**src/hdl/lsu_config.svh**
```systemverilog
// LSU configuration
// Data width, scoreboard id width and return-path pipeline depths

`ifndef LSU_CONFIG_SVH
`define LSU_CONFIG_SVH

// Data and address width
`define LSU_XLEN 32

// Width of the scoreboard transaction id
`define LSU_TRANS_ID_BITS 3

// Extra register stages on the load and store return paths
`define LSU_NR_LOAD_PIPE_REGS 1
`define LSU_NR_STORE_PIPE_REGS 1

`endif

```
**src/hdl/lsu_pkg.sv**
```systemverilog
// LSU package
// Operation and exception encodings plus the records passed between stages

`include "lsu_config.svh"

`default_nettype none

package lsu_pkg;

  typedef enum logic [3:0] {
    LB,
    LBU,
    LH,
    LHU,
    LW,
    SB,
    SH,
    SW
  } lsu_op_e;

  // RISC-V mcause encodings
  typedef enum logic [3:0] {
    LD_ADDR_MISALIGNED = 4'd4,
    ST_ADDR_MISALIGNED = 4'd6
  } exc_cause_e;

  typedef struct packed {
    logic                 valid;
    exc_cause_e           cause;
    logic [`LSU_XLEN-1:0] tval;
  } exception_t;

  // ------------------------------------------------------------------------
  // Stage records
  // ------------------------------------------------------------------------

  typedef struct packed {
    lsu_op_e                       operation;
    logic [`LSU_XLEN-1:0]          operand_a;
    logic [`LSU_XLEN-1:0]          operand_b;
    // Two's complement offset
    logic [`LSU_XLEN-1:0]          imm;
    logic [`LSU_TRANS_ID_BITS-1:0] trans_id;
  } fu_data_t;

  typedef struct packed {
    logic                          valid;
    logic [`LSU_XLEN-1:0]          vaddr;
    logic [`LSU_XLEN-1:0]          data;
    logic [`LSU_XLEN/8-1:0]        be;
    lsu_op_e                       operation;
    logic [`LSU_TRANS_ID_BITS-1:0] trans_id;
  } lsu_ctrl_t;

  typedef struct packed {
    logic [`LSU_XLEN-1:0]          paddr;
    logic [`LSU_XLEN-1:0]          data;
    logic [`LSU_XLEN/8-1:0]        be;
    lsu_op_e                       operation;
    logic [`LSU_TRANS_ID_BITS-1:0] trans_id;
    exception_t                    exception;
  } lsu_xreq_t;

  typedef struct packed {
    logic                   req;
    logic [`LSU_XLEN-1:0]   addr;
    logic [`LSU_XLEN/8-1:0] be;
    logic [`LSU_XLEN-1:0]   wdata;
  } mem_req_t;

  typedef struct packed {
    logic                          valid;
    logic [`LSU_TRANS_ID_BITS-1:0] trans_id;
    logic [`LSU_XLEN-1:0]          result;
    exception_t                    exception;
  } ld_result_t;

  typedef struct packed {
    logic                          valid;
    logic [`LSU_TRANS_ID_BITS-1:0] trans_id;
    exception_t                    exception;
  } st_result_t;

  // Transfer size as log2 of the byte count
  function automatic logic [1:0] lsu_size(lsu_op_e op);
    case (op)
      LH, LHU, SH: return 2'b01;
      LW, SW:      return 2'b10;
      default:     return 2'b00;
    endcase
  endfunction

  function automatic logic lsu_is_store(lsu_op_e op);
    return op inside {SB, SH, SW};
  endfunction

endpackage

`default_nettype wire

```
**src/hdl/lsu_pipe_reg.sv**
```systemverilog
// Valid/payload delay line
// Shifts a valid bit and a payload of any type by DEPTH cycles

`default_nettype none

module lsu_pipe_reg #(
  parameter type         payload_t = logic,
  parameter int unsigned DEPTH     = 1
) (
  input  logic     clk_i,
  input  logic     rst_ni,
  input  logic     valid_i,
  input  payload_t data_i,
  output logic     valid_o,
  output payload_t data_o
);

  if (DEPTH == 0) begin : gen_bypass
    assign valid_o = valid_i;
    assign data_o  = data_i;
  end else begin : gen_stages
    logic     [DEPTH-1:0] valid_q;
    payload_t             data_q [DEPTH];

    always_ff @(posedge clk_i or negedge rst_ni) begin
      if (!rst_ni) begin
        valid_q <= '0;
      end else begin
        valid_q[0] <= valid_i;
        for (int unsigned i = 1; i < DEPTH; i++) begin
          valid_q[i] <= valid_q[i-1];
        end
      end
    end

    always_ff @(posedge clk_i) begin
      data_q[0] <= data_i;
      for (int unsigned i = 1; i < DEPTH; i++) begin
        data_q[i] <= data_q[i-1];
      end
    end

    assign valid_o = valid_q[DEPTH-1];
    assign data_o  = data_q[DEPTH-1];
  end

endmodule

`default_nettype wire

```
**src/hdl/lsu_agu.sv**
```systemverilog
// Address generation unit
// Forms the effective address and byte enable, then registers the request

`include "lsu_config.svh"

`default_nettype none

module lsu_agu (
  input  logic               clk_i,
  input  logic               rst_ni,
  input  logic               lsu_valid_i,
  input  lsu_pkg::fu_data_t  fu_data_i,
  output lsu_pkg::lsu_ctrl_t lsu_ctrl_o
);

  import lsu_pkg::*;

  logic [`LSU_XLEN-1:0]   vaddr;
  logic [`LSU_XLEN/8-1:0] be_mask;
  lsu_ctrl_t              ctrl_d;
  lsu_ctrl_t              ctrl_q;

  // Base plus offset, wraps modulo 2^XLEN
  assign vaddr = fu_data_i.operand_a + fu_data_i.imm;

  // ------------------------------------------------------------------------
  // Byte enable
  // ------------------------------------------------------------------------
  always_comb begin
    case (lsu_size(fu_data_i.operation))
      2'b00:   be_mask = 'd1;
      2'b01:   be_mask = 'd3;
      default: be_mask = '1;
    endcase
  end

  assign ctrl_d = '{
    valid:     lsu_valid_i,
    vaddr:     vaddr,
    data:      fu_data_i.operand_b,
    be:        be_mask << vaddr[1:0],
    operation: fu_data_i.operation,
    trans_id:  fu_data_i.trans_id
  };

  // ------------------------------------------------------------------------
  // Request register
  // ------------------------------------------------------------------------
  // Payload only moves with an issued operation
  always_ff @(posedge clk_i or negedge rst_ni) begin
    if (!rst_ni) begin
      ctrl_q <= '0;
    end else if (lsu_valid_i) begin
      ctrl_q <= ctrl_d;
    end else begin
      ctrl_q.valid <= 1'b0;
    end
  end

  assign lsu_ctrl_o = ctrl_q;

endmodule

`default_nettype wire

```
**src/hdl/lsu_addr_stage.sv**
```systemverilog
// Address stage
// Detects misaligned accesses, applies the identity translation with its
// one-cycle delay and routes the request to the load or store unit

`default_nettype none

module lsu_addr_stage (
  input  logic               clk_i,
  input  logic               rst_ni,
  input  lsu_pkg::lsu_ctrl_t lsu_ctrl_i,
  output lsu_pkg::lsu_xreq_t xreq_o,
  output logic               ld_valid_o,
  output logic               st_valid_o
);

  import lsu_pkg::*;

  logic       misaligned;
  exception_t misaligned_ex;
  lsu_xreq_t  xreq_d;
  logic       xreq_valid;

  // ------------------------------------------------------------------------
  // Misalignment check
  // ------------------------------------------------------------------------
  // Byte accesses are always aligned
  always_comb begin
    misaligned = 1'b0;
    case (lsu_size(lsu_ctrl_i.operation))
      2'b01:   misaligned = lsu_ctrl_i.vaddr[0];
      2'b10:   misaligned = |lsu_ctrl_i.vaddr[1:0];
      default: misaligned = 1'b0;
    endcase
  end

  always_comb begin
    misaligned_ex.valid = lsu_ctrl_i.valid & misaligned;
    misaligned_ex.cause = lsu_is_store(lsu_ctrl_i.operation) ? ST_ADDR_MISALIGNED
                                                             : LD_ADDR_MISALIGNED;
    misaligned_ex.tval  = misaligned ? lsu_ctrl_i.vaddr : '0;
  end

  // ------------------------------------------------------------------------
  // Identity translation
  // ------------------------------------------------------------------------
  // No MMU, so the physical address is the virtual one
  assign xreq_d = '{
    paddr:     lsu_ctrl_i.vaddr,
    data:      lsu_ctrl_i.data,
    be:        lsu_ctrl_i.be,
    operation: lsu_ctrl_i.operation,
    trans_id:  lsu_ctrl_i.trans_id,
    exception: misaligned_ex
  };

  // One stage, standing in for the translation lookup
  lsu_pipe_reg #(
    .payload_t(lsu_xreq_t),
    .DEPTH    (1)
  ) i_xlat_reg (
    .clk_i  (clk_i),
    .rst_ni (rst_ni),
    .valid_i(lsu_ctrl_i.valid),
    .data_i (xreq_d),
    .valid_o(xreq_valid),
    .data_o (xreq_o)
  );

  // Dispatch by operation class
  assign ld_valid_o = xreq_valid & ~lsu_is_store(xreq_o.operation);
  assign st_valid_o = xreq_valid & lsu_is_store(xreq_o.operation);

endmodule

`default_nettype wire

```
**src/hdl/load_unit.sv**
```systemverilog
// Load unit
// Strobes a word read, then aligns and extends the word returned one cycle later

`include "lsu_config.svh"

`default_nettype none

module load_unit (
  input  logic                 clk_i,
  input  logic                 rst_ni,
  input  logic                 valid_i,
  input  lsu_pkg::lsu_xreq_t   xreq_i,
  output lsu_pkg::mem_req_t    mem_req_o,
  input  logic [`LSU_XLEN-1:0] mem_rdata_i,
  output lsu_pkg::ld_result_t  result_o
);

  import lsu_pkg::*;

  logic                          valid_q;
  logic [`LSU_TRANS_ID_BITS-1:0] trans_id_q;
  logic [1:0]                    offset_q;
  lsu_op_e                       op_q;
  exception_t                    ex_q;
  logic [`LSU_XLEN-1:0]          shifted;
  logic [`LSU_XLEN-1:0]          extended;

  // A faulting load never reaches memory
  assign mem_req_o.req   = valid_i & ~xreq_i.exception.valid;
  assign mem_req_o.addr  = {xreq_i.paddr[`LSU_XLEN-1:2], 2'b00};
  assign mem_req_o.be    = xreq_i.be;
  assign mem_req_o.wdata = '0;

  // ------------------------------------------------------------------------
  // Response tracking
  // ------------------------------------------------------------------------
  always_ff @(posedge clk_i or negedge rst_ni) begin
    if (!rst_ni) begin
      valid_q <= 1'b0;
    end else begin
      valid_q <= valid_i;
    end
  end

  always_ff @(posedge clk_i) begin
    if (valid_i) begin
      trans_id_q <= xreq_i.trans_id;
      offset_q   <= xreq_i.paddr[1:0];
      op_q       <= xreq_i.operation;
      ex_q       <= xreq_i.exception;
    end
  end

  // ------------------------------------------------------------------------
  // Data alignment and extension
  // ------------------------------------------------------------------------
  assign shifted = mem_rdata_i >> {offset_q, 3'b000};

  always_comb begin
    case (op_q)
      LB:      extended = {{(`LSU_XLEN-8){shifted[7]}}, shifted[7:0]};
      LBU:     extended = {{(`LSU_XLEN-8){1'b0}}, shifted[7:0]};
      LH:      extended = {{(`LSU_XLEN-16){shifted[15]}}, shifted[15:0]};
      LHU:     extended = {{(`LSU_XLEN-16){1'b0}}, shifted[15:0]};
      default: extended = shifted;
    endcase
  end

  assign result_o = '{
    valid:     valid_q,
    trans_id:  trans_id_q,
    result:    ex_q.valid ? '0 : extended,
    exception: ex_q
  };

endmodule

`default_nettype wire

```
**src/hdl/store_unit.sv**
```systemverilog
// Store unit
// Strobes a lane-aligned write and reports completion in the same cycle

`include "lsu_config.svh"

`default_nettype none

module store_unit (
  input  logic                valid_i,
  input  lsu_pkg::lsu_xreq_t  xreq_i,
  output lsu_pkg::mem_req_t   mem_req_o,
  output lsu_pkg::st_result_t result_o
);

  import lsu_pkg::*;

  logic [1:0] offset;

  assign offset = xreq_i.paddr[1:0];

  // Write strobe, suppressed for a faulting store
  assign mem_req_o.req   = valid_i & ~xreq_i.exception.valid;
  assign mem_req_o.addr  = {xreq_i.paddr[`LSU_XLEN-1:2], 2'b00};
  // Byte enable already sits on the right lanes
  assign mem_req_o.be    = xreq_i.be;
  assign mem_req_o.wdata = xreq_i.data << {offset, 3'b000};

  // Completion
  assign result_o = '{
    valid:     valid_i,
    trans_id:  xreq_i.trans_id,
    exception: xreq_i.exception
  };

endmodule

`default_nettype wire

```
**src/hdl/lsu_top.sv**
```systemverilog
// Load/store unit top level
// Address generation, address stage, load and store units and return registers

`include "lsu_config.svh"

`default_nettype none

module lsu_top (
  input  logic                 clk_i,
  input  logic                 rst_ni,
  input  logic                 lsu_valid_i,
  input  lsu_pkg::fu_data_t    fu_data_i,
  output lsu_pkg::mem_req_t    ld_mem_req_o,
  input  logic [`LSU_XLEN-1:0] ld_mem_rdata_i,
  output lsu_pkg::mem_req_t    st_mem_req_o,
  output lsu_pkg::ld_result_t  load_result_o,
  output lsu_pkg::st_result_t  store_result_o
);

  import lsu_pkg::*;

  lsu_ctrl_t  lsu_ctrl;
  lsu_xreq_t  xreq;
  logic       ld_valid;
  logic       st_valid;
  ld_result_t ld_result;
  st_result_t st_result;
  logic       ld_pipe_valid;
  ld_result_t ld_pipe_data;
  logic       st_pipe_valid;
  st_result_t st_pipe_data;

  lsu_agu i_agu (
    .clk_i      (clk_i),
    .rst_ni     (rst_ni),
    .lsu_valid_i(lsu_valid_i),
    .fu_data_i  (fu_data_i),
    .lsu_ctrl_o (lsu_ctrl)
  );

  lsu_addr_stage i_addr_stage (
    .clk_i     (clk_i),
    .rst_ni    (rst_ni),
    .lsu_ctrl_i(lsu_ctrl),
    .xreq_o    (xreq),
    .ld_valid_o(ld_valid),
    .st_valid_o(st_valid)
  );

  load_unit i_load_unit (
    .clk_i      (clk_i),
    .rst_ni     (rst_ni),
    .valid_i    (ld_valid),
    .xreq_i     (xreq),
    .mem_req_o  (ld_mem_req_o),
    .mem_rdata_i(ld_mem_rdata_i),
    .result_o   (ld_result)
  );

  store_unit i_store_unit (
    .valid_i  (st_valid),
    .xreq_i   (xreq),
    .mem_req_o(st_mem_req_o),
    .result_o (st_result)
  );

  // --------------------------------------------------------------------------
  // Return-path registers
  // --------------------------------------------------------------------------
  lsu_pipe_reg #(
    .payload_t(ld_result_t),
    .DEPTH    (`LSU_NR_LOAD_PIPE_REGS)
  ) i_load_pipe (
    .clk_i  (clk_i),
    .rst_ni (rst_ni),
    .valid_i(ld_result.valid),
    .data_i (ld_result),
    .valid_o(ld_pipe_valid),
    .data_o (ld_pipe_data)
  );

  lsu_pipe_reg #(
    .payload_t(st_result_t),
    .DEPTH    (`LSU_NR_STORE_PIPE_REGS)
  ) i_store_pipe (
    .clk_i  (clk_i),
    .rst_ni (rst_ni),
    .valid_i(st_result.valid),
    .data_i (st_result),
    .valid_o(st_pipe_valid),
    .data_o (st_pipe_data)
  );

  // Valid comes from the reset-cleared bit of the delay line
  assign load_result_o = '{
    valid:     ld_pipe_valid,
    trans_id:  ld_pipe_data.trans_id,
    result:    ld_pipe_data.result,
    exception: ld_pipe_data.exception
  };

  assign store_result_o = '{
    valid:     st_pipe_valid,
    trans_id:  st_pipe_data.trans_id,
    exception: st_pipe_data.exception
  };

endmodule

`default_nettype wire

```
**config.mk**
```make
export PLATFORM = sky130hd
export DESIGN_NAME = lsu_top
export DESIGN_NICKNAME = d
export VERILOG_FILES = /design/src/hdl/lsu_pkg.sv /design/src/hdl/lsu_pipe_reg.sv /design/src/hdl/lsu_agu.sv /design/src/hdl/lsu_addr_stage.sv /design/src/hdl/load_unit.sv /design/src/hdl/store_unit.sv /design/src/hdl/lsu_top.sv
export VERILOG_INCLUDE_DIRS = /design/src /design/src/hdl
export SDC_FILE = /design/constraint.sdc
export NUM_CORES = 1
export LEC_CHECK = 0
export ABC_AREA = 1
export BUFFER_PORTS_ARGS = -buffer_cell sky130_fd_sc_hd__buf_2
export CORE_MARGIN = 1
export CORE_UTILIZATION = 55
export CTS_BUF_LIST = sky130_fd_sc_hd__clkbuf_4 sky130_fd_sc_hd__clkbuf_8
export CTS_CLUSTER_DIAMETER = 60
export CTS_CLUSTER_SIZE = 8
export DETAILED_ROUTE_END_ITERATION = 12
export PLACE_DENSITY = 0.93
export SETUP_SLACK_MARGIN = 0.1
export SKIP_LAST_GASP = 1
export SYNTH_ARGS = -nofsm -noshare
export SYNTH_HDL_FRONTEND = slang
export SYNTH_SLANG_ARGS = --single-unit
```
**constraint.sdc**
```tcl
create_clock -name clk_i -period 5.7 [get_ports clk_i]
set_input_delay 0.57 -clock clk_i [delete_from_list [all_inputs] [get_ports clk_i]]
set_output_delay 0.57 -clock clk_i [all_outputs]
set_load 0.01 [all_outputs]
```
### Yosys cells after proc, flatten, opt, wreduce, memory -nomap -nowiden

Memories as Yosys holds them, arrays and structs flattened.
Cells that the tools add are included.

* memories kept: 3
* bits in registers: 126
* bits in writable memories: 224
* bits of input ports: 138

Memories
* i_addr_stage.i_xlat_reg.gen_stages.data_q: depth 1, bits a word 110, rd ports 1, clocked after Yosys merged registers in 0, write ports 1, line lsu_pipe_reg.sv:23 `payload_t data_q [DEPTH];`
* i_load_pipe.gen_stages.data_q: depth 1, bits a word 73, rd ports 1, clocked after Yosys merged registers in 0, write ports 1, line lsu_pipe_reg.sv:23
* i_store_pipe.gen_stages.data_q: depth 1, bits a word 41, rd ports 1, clocked after Yosys merged registers in 0, write ports 1, line lsu_pipe_reg.sv:23

* shifts and indexed selects: 3
* mux-type cells: 9
* eq/ne operators: 20
* add/subtract/negate cells: 1
* bitwise gates (word level): 7
* reductions and logical operators: 9

Operators with widths (number)
* 32-bit one-hot mux with 4 select lines: 1
* 32-bit 2-to-1 mux: 2
* 4-bit by 3-bit == test with 1-bit output, second input constant: 10
* 32-bit adder: 1
* 32-bit by 5-bit left shift with 32-bit output: 1
* 32-bit by 5-bit right shift with 32-bit output: 1
* 4-bit by 2-bit == test with 1-bit output, second input constant: 6
* 2-bit one-hot mux with 2 select lines: 2
* 4-bit one-hot mux with 2 select lines: 1
* 3-bit nonzero test: 2
* 2-bit OR reduction: 3
* 3-bit OR reduction: 2
* 1-bit bitwise AND: 5
* 2-bit by 1-bit == test with 1-bit output, second input constant: 2
* 4-bit by 1-bit == test with 1-bit output, second input constant: 1
* 4-bit zero test: 1
* 4-bit by 2-bit left shift with 4-bit output: 1
* 2-bit == test, second input constant: 1
* 2-bit zero test: 1
* 2-bit 2-to-1 mux: 1
* 1-bit NOT: 2
* 1-bit one-hot mux with 2 select lines: 1
* 1-bit 2-to-1 mux: 1

### Longest topological paths before layout

* depth after elaboration: 6
* mapped depth: 14
* gate-level depth less buffers: 14

### Cells and area by module

From an unflattened synthesis, not the netlist that was laid out.

* cell total of the unflattened synthesis: 1688
* area, all modules: 14516.4 µm²

By module, submodules not included
* lsu_agu: seq. area each 1901.8 µm², cells each 804, area each 5213.8 µm², instances 1
* load_unit: seq. area each 1406.3 µm², cells each 309, area each 2847.7 µm², instances 1
* lsu_pipe_reg (i_addr_stage.i_xlat_reg): seq. area each 2267.2 µm², cells each 113, area each 2267.2 µm², instances 1
* lsu_pipe_reg (i_load_pipe): seq. area each 1486.4 µm², cells each 74, area each 1486.4 µm², instances 1
* store_unit: seq. area each 0.0 µm², cells each 246, area each 1330.0 µm², instances 1
* lsu_pipe_reg (i_store_pipe): seq. area each 845.8 µm², cells each 42, area each 845.8 µm², instances 1
* lsu_addr_stage: seq. area each 0.0 µm², cells each 98, area each 510.5 µm², instances 1
* lsu_top: seq. area each 0.0 µm², cells each 2, area each 15.0 µm², instances 1

### Worst setup path before layout

Ideal clock, no wire load.

* path kind: register -> register
* start: memory i_addr_stage.i_xlat_reg.gen_stages.data_q[0][38] in the netlist's numbering
* end: register i_load_unit.offset_q[0] (enable)
* stages on the path, launching flop included: 4
* path buffers: 0
* setup slack: 2.793 ns
* arrival time: 2.462 ns
* data required time: 5.255 ns
* cells stage by stage: dfxtp_1 o21ai_0 inv_1 nor2_1

* cells in the longest elaborated chain, start to end: 5
* elaborated cells on any way between the ends: 7
* those cells by class: 3 x eq/ne; 2 x bitwise; 1 x reduce/logical; 1 x memory

RTL lines
* start: declaration: line lsu_pipe_reg.sv:23
* memory 1 x 110 bit (*)
* 4-bit by 3-bit == test with 1-bit output: line lsu_pkg.sv:94 `return op inside {SB, SH, SW};`
* 3-bit nonzero test (*): line lsu_pkg.sv:94
* 1-bit NOT (*): line lsu_addr_stage.sv:70 `assign ld_valid_o = xreq_valid & ~lsu_is_store(xreq_o.operation);`
* 1-bit bitwise AND (*): line lsu_addr_stage.sv:70
* via i_addr_stage.ld_valid_o: line lsu_addr_stage.sv:12 `output logic ld_valid_o,`
* end signal: assignment: line load_unit.sv:48 `offset_q <= xreq_i.paddr[1:0];`
* end: declaration: line load_unit.sv:22 `logic [1:0] offset_q;`

Mark *: on every way through the listed nets, which the timed path passes. The rest lies on a longest branch.
A chain may end at the register's enable or synchronous reset.

==> results.tsv <==
stage	metric	value	unit
die	DIE HEIGHT	159	um
timing	Hold Violations, Final	0	
logic_synthesis	Primary FF master, synth	dfxtp_1	
clocking	CTS Hold Bufs	1	
routing	DR pass1 iterations	5	
min_path	worst hold-check path type	input pin to flip-flop	
placement	HPWL Detailed	25100	um
worst_setup_path	CP Launch Type	flip-flop	
worst_setup_path	reg2reg setup slack	2570	ps
worst_setup_path	Reg-to-Reg Start	i_load_unit.offset_q[0]	
routing	Antenna Nets Post-Route	0	
routing	wire length per cell	15.3	um
logic_synthesis	Post-synth EDFFs	43	
routing	Initial DRC Count	1063	
worst_setup_path	Worst setup EP type	output pin	
timing	setup_tns	0	ps
logic_synthesis	post-synthesis sequential area ratio	0.558	
layout	Layout fillers	1997	
timing	final count of negative-setup-slack endpoints	0	
routing	Via density	4.84	
worst_setup_path	Critical Path AT	2800	ps
logic_synthesis	Post-Syn Area per Cell	8.61	sq um
min_path	WHS Path Cells	3	
clocking	Clock Sink Count	338	
worst_setup_path	Critical path buffers and inverters	2	
clocking	Setup Buffers After CTS	0	
logic_synthesis	Mapped Area	13600	sq um
die	core area	24300	sq um
layout	area added between synthesis and finish	16.6	%
worst_setup_path	classification of the worst setup path	flip-flop to output pin	
logic_synthesis	YS warnings	0	
power_and_ir_drop	Net Sw Frac	0.283	
power_and_ir_drop	Pleak	8.79	nW
timing	hold_ws	228	ps
layout	share of cells above drive strength 1	0.248	
placement	IO Port Bufs	347	
clocking	CTS resizes	0	
placement	Placer Congestion	0.919	
worst_setup_path	Crit path top cell by count	a21oi_1	
clocking	clock-pin slew on the worst setup and hold paths	60	ps
layout	nets@finish	2036	
routing	vias	10800	
clocking	clk_lat worst skew	550	ps
grt	first-pass GRT wire length	53400	um
timing	fin crit share	0.591	
timing	Final Max Slew Viols	0	
layout	multi-input logic area	4360	sq um
routing	Total Wirelength	34100	um
die	row count	57	
worst_setup_path	CP cell instances	inv_1, o21ai_0, a21oi_1, a21oi_1, buf_2	
timing	Max-slew headroom	0.207	
worst_setup_path	CP top delay family	flip-flops	
worst_setup_path	Critical Path Source	i_addr_stage.i_xlat_reg.gen_stages.data_q[0][78]	
die	die area	25400	sq um
min_path	HP Start	fu_data_i[1]	
grt	pin count of the biggest net entering global routing	78	
power_and_ir_drop	net switching power	1.59	mW
timing	final clock skew	19.4	ps
timing	minimum clock period	3370	ps
logic_synthesis	asr flop ratio synth	0.237	
logic_synthesis	Seq cells post-synth	338	
grt	initial antenna violation count	3	
job	MaxCap Viol Count	0	
logic_synthesis	Cells after Synth	1580	
worst_setup_path	Reg2Reg Depth	8	
power_and_ir_drop	Clk pwr share	0.335	
worst_setup_path	CP max FO	30	
power_and_ir_drop	sequential share of power	0.498	
min_path	hold endpoint	i_agu.lsu_ctrl_o[1]	
clocking	CTS tree	built	
routing	# DRC	0	
power_and_ir_drop	maximum vdd drop	0.000188	V
grt	GRT Resource Usage Total	0.267	
timing	RSZ-0062 raised after global routing	false	
grt	vias in the first global route	10400	
die	Die W	159	um
worst_setup_path	CP max stage cell	dfxtp_1	
power_and_ir_drop	Power Total	5.63	mW
clocking	Num CTS Buffers	48	
grt	total grt overflow	0	
power_and_ir_drop	Comb pwr share	0.167	
logic_synthesis	unique cell type count in the Yosys netlist	41	
power_and_ir_drop	internal power	4.03	mW
die	Ports	390	
timing	Worst-Margin Slew	1190	ps
clocking	Root Buffer	clkbuf_8	
die	Starting Density	0.560	
power_and_ir_drop	Power Density	355	nW/um^2
worst_setup_path	RR Endpoint	i_load_pipe.gen_stages.data_q[0][53]	
run_status	outcome	complete, no violations	
timing	Peak Freq	297	MHz
clocking	clock tree buffer depth	3	
clocking	H-tree levels	2	
layout	Reg area	7600	sq um
worst_setup_path	Data required, critical path	5130	ps
worst_setup_path	CP max stage delay	880	ps
-- synth_stat cells (3+ instances only) --
cell	instances	share of area
xnor2_1	11	0.0071
o21ai_1	6	0.0022
mux2i_1	8	0.0059
inv_2	4	0.0011
clkbuf_1	33	0.0091
nand3_2	13	0.0096
dfxtp_1	215	0.32
nand4_1	3	0.0014
buf_4	115	0.063
nand3_1	75	0.028
o21bai_1	3	0.0017
a21oi_1	45	0.017
a31oi_1	8	0.0037
inv_1	196	0.054
buf_2	5	0.0018
o21ai_0	41	0.015
ha_1	33	0.030
nor2_1	101	0.028
a22oi_1	10	0.0055
dfrtp_1	80	0.15
nor3_1	7	0.0026
edfxtp_1	43	0.095
nand2_1	493	0.14
a21oi_2	7	0.0045
-- layer usage --
layer	GRT usage	vias to the layer above	share of wire
li1	-	5316	-
met1	0.338	4924	0.41
met2	0.459	471	0.50
met3	0.0362	76	0.063
met4	0.116	0	0.033
met5	0	-	0
-- sequential cells by signal, summed over array words and instances, names as in the netlist --
register,count
i_load_unit.op_q,4
i_store_pipe.valid_o,1
i_load_unit.result_o,34
i_addr_stage.i_xlat_reg.valid_o,1
i_load_unit.offset_q,2
i_load_pipe.valid_o,1
i_store_pipe.gen_stages.data_q,37
i_addr_stage.i_xlat_reg.gen_stages.data_q,109
i_load_pipe.gen_stages.data_q,69
i_load_unit.valid_q,1
i_load_unit.trans_id_q,3
i_agu.lsu_ctrl_o,76
-- power by group through the flow --
stage	clock network, mW	registers, mW	logic (mW)
finish	1.89	2.80	0.939
global route	2.04	2.82	1.03
CTS	1.92	2.80	0.936
detailed placement	0	2.85	0.927
global placement	0	2.84	0.907
floorplan	0	2.82	0.676
-- layout by cell type, fill, tap and decap left out, types with 3 or more instances in the layout --
cell,synthesis,routed
buf_4,115,6
edfxtp_1,43,43
xnor2_1,11,11
ha_1,33,33
dfrtp_1,80,80
nand2_1,493,493
inv_1,196,195
nand3_2,13,13
inv_2,4,5
a22oi_1,10,10
a31oi_1,8,7
nor2_1,101,100
dfxtp_1,215,215
nand4_1,3,3
diode_2,0,3
clkbuf_4,0,36
nor3_1,7,7
a21oi_2,7,7
inv_6,0,3
conb_1,2,42
clkbuf_8,0,48
buf_2,5,346
nand3_1,75,75
o21ai_1,6,6
o21ai_0,41,41
mux2i_1,8,8
a21oi_1,45,45
o21bai_1,3,3
-- metrics by stage --
| stage | setup slack (ps) | cells | utilization | instance area, sq um |
|---|---|---|---|---|
| finish | 2330 | 2229 | 0.653 | 15900 |
| global route | 2090 | 2229 | 0.653 | 15900 |
| CTS | 2340 | 2226 | 0.652 | 15900 |
| detailed placement | 2650 | 2137 | 0.612 | 14900 |
| global placement | 2780 | 2137 | 0.612 | 14900 |
| floorplan | 2790 | 1620 | - | 13800 |
-- area by class of cell --
type	count	share of cell area
Tap cell	324	0.0255
Clock buffer	84	0.0586
Multi-Input combinational cell	923	0.275
Sequential cell	338	0.479
Antenna cell	3	0.000473
Clock inverter	4	0.00213
Inverter	200	0.0473
Timing Repair Buffer	353	0.113
-- worst max-delay path by stage --
stage	end	slack (ps)	cells after the start
2_1_floorplan	i_load_unit.offset_q[0]	2790	3
3_3_place_gp	i_load_pipe.gen_stages.data_q[0][53]	2780	8
3_5_place_dp	i_load_pipe.gen_stages.data_q[0][53]	2650	8
4_1_cts	st_mem_req_o[25]	2340	5
5_1_grt	st_mem_req_o[31]	2090	5
6_report	st_mem_req_o[25]	2330	5
-- cells by family after synthesis --
logic type	count (synthesis)	share of synthesized area
AND/OR/NAND/NOR	700	0.209
buffers and inverters	359	0.134
flip-flops	338	0.558
AO/OA/AOI/OAI	128	0.0536
adder cells (fa/ha/maj)	34	0.0318
XOR/XNOR	11	0.00708
multiplexers	8	0.00588
other	2	0.000552
-- tightest hold or removal path, delay by kind of cell --
family        cells  cell delay, ps
simple gates      2              90
buf+inv           1              80
Note: power is estimated with default switching activity, not from simulation.
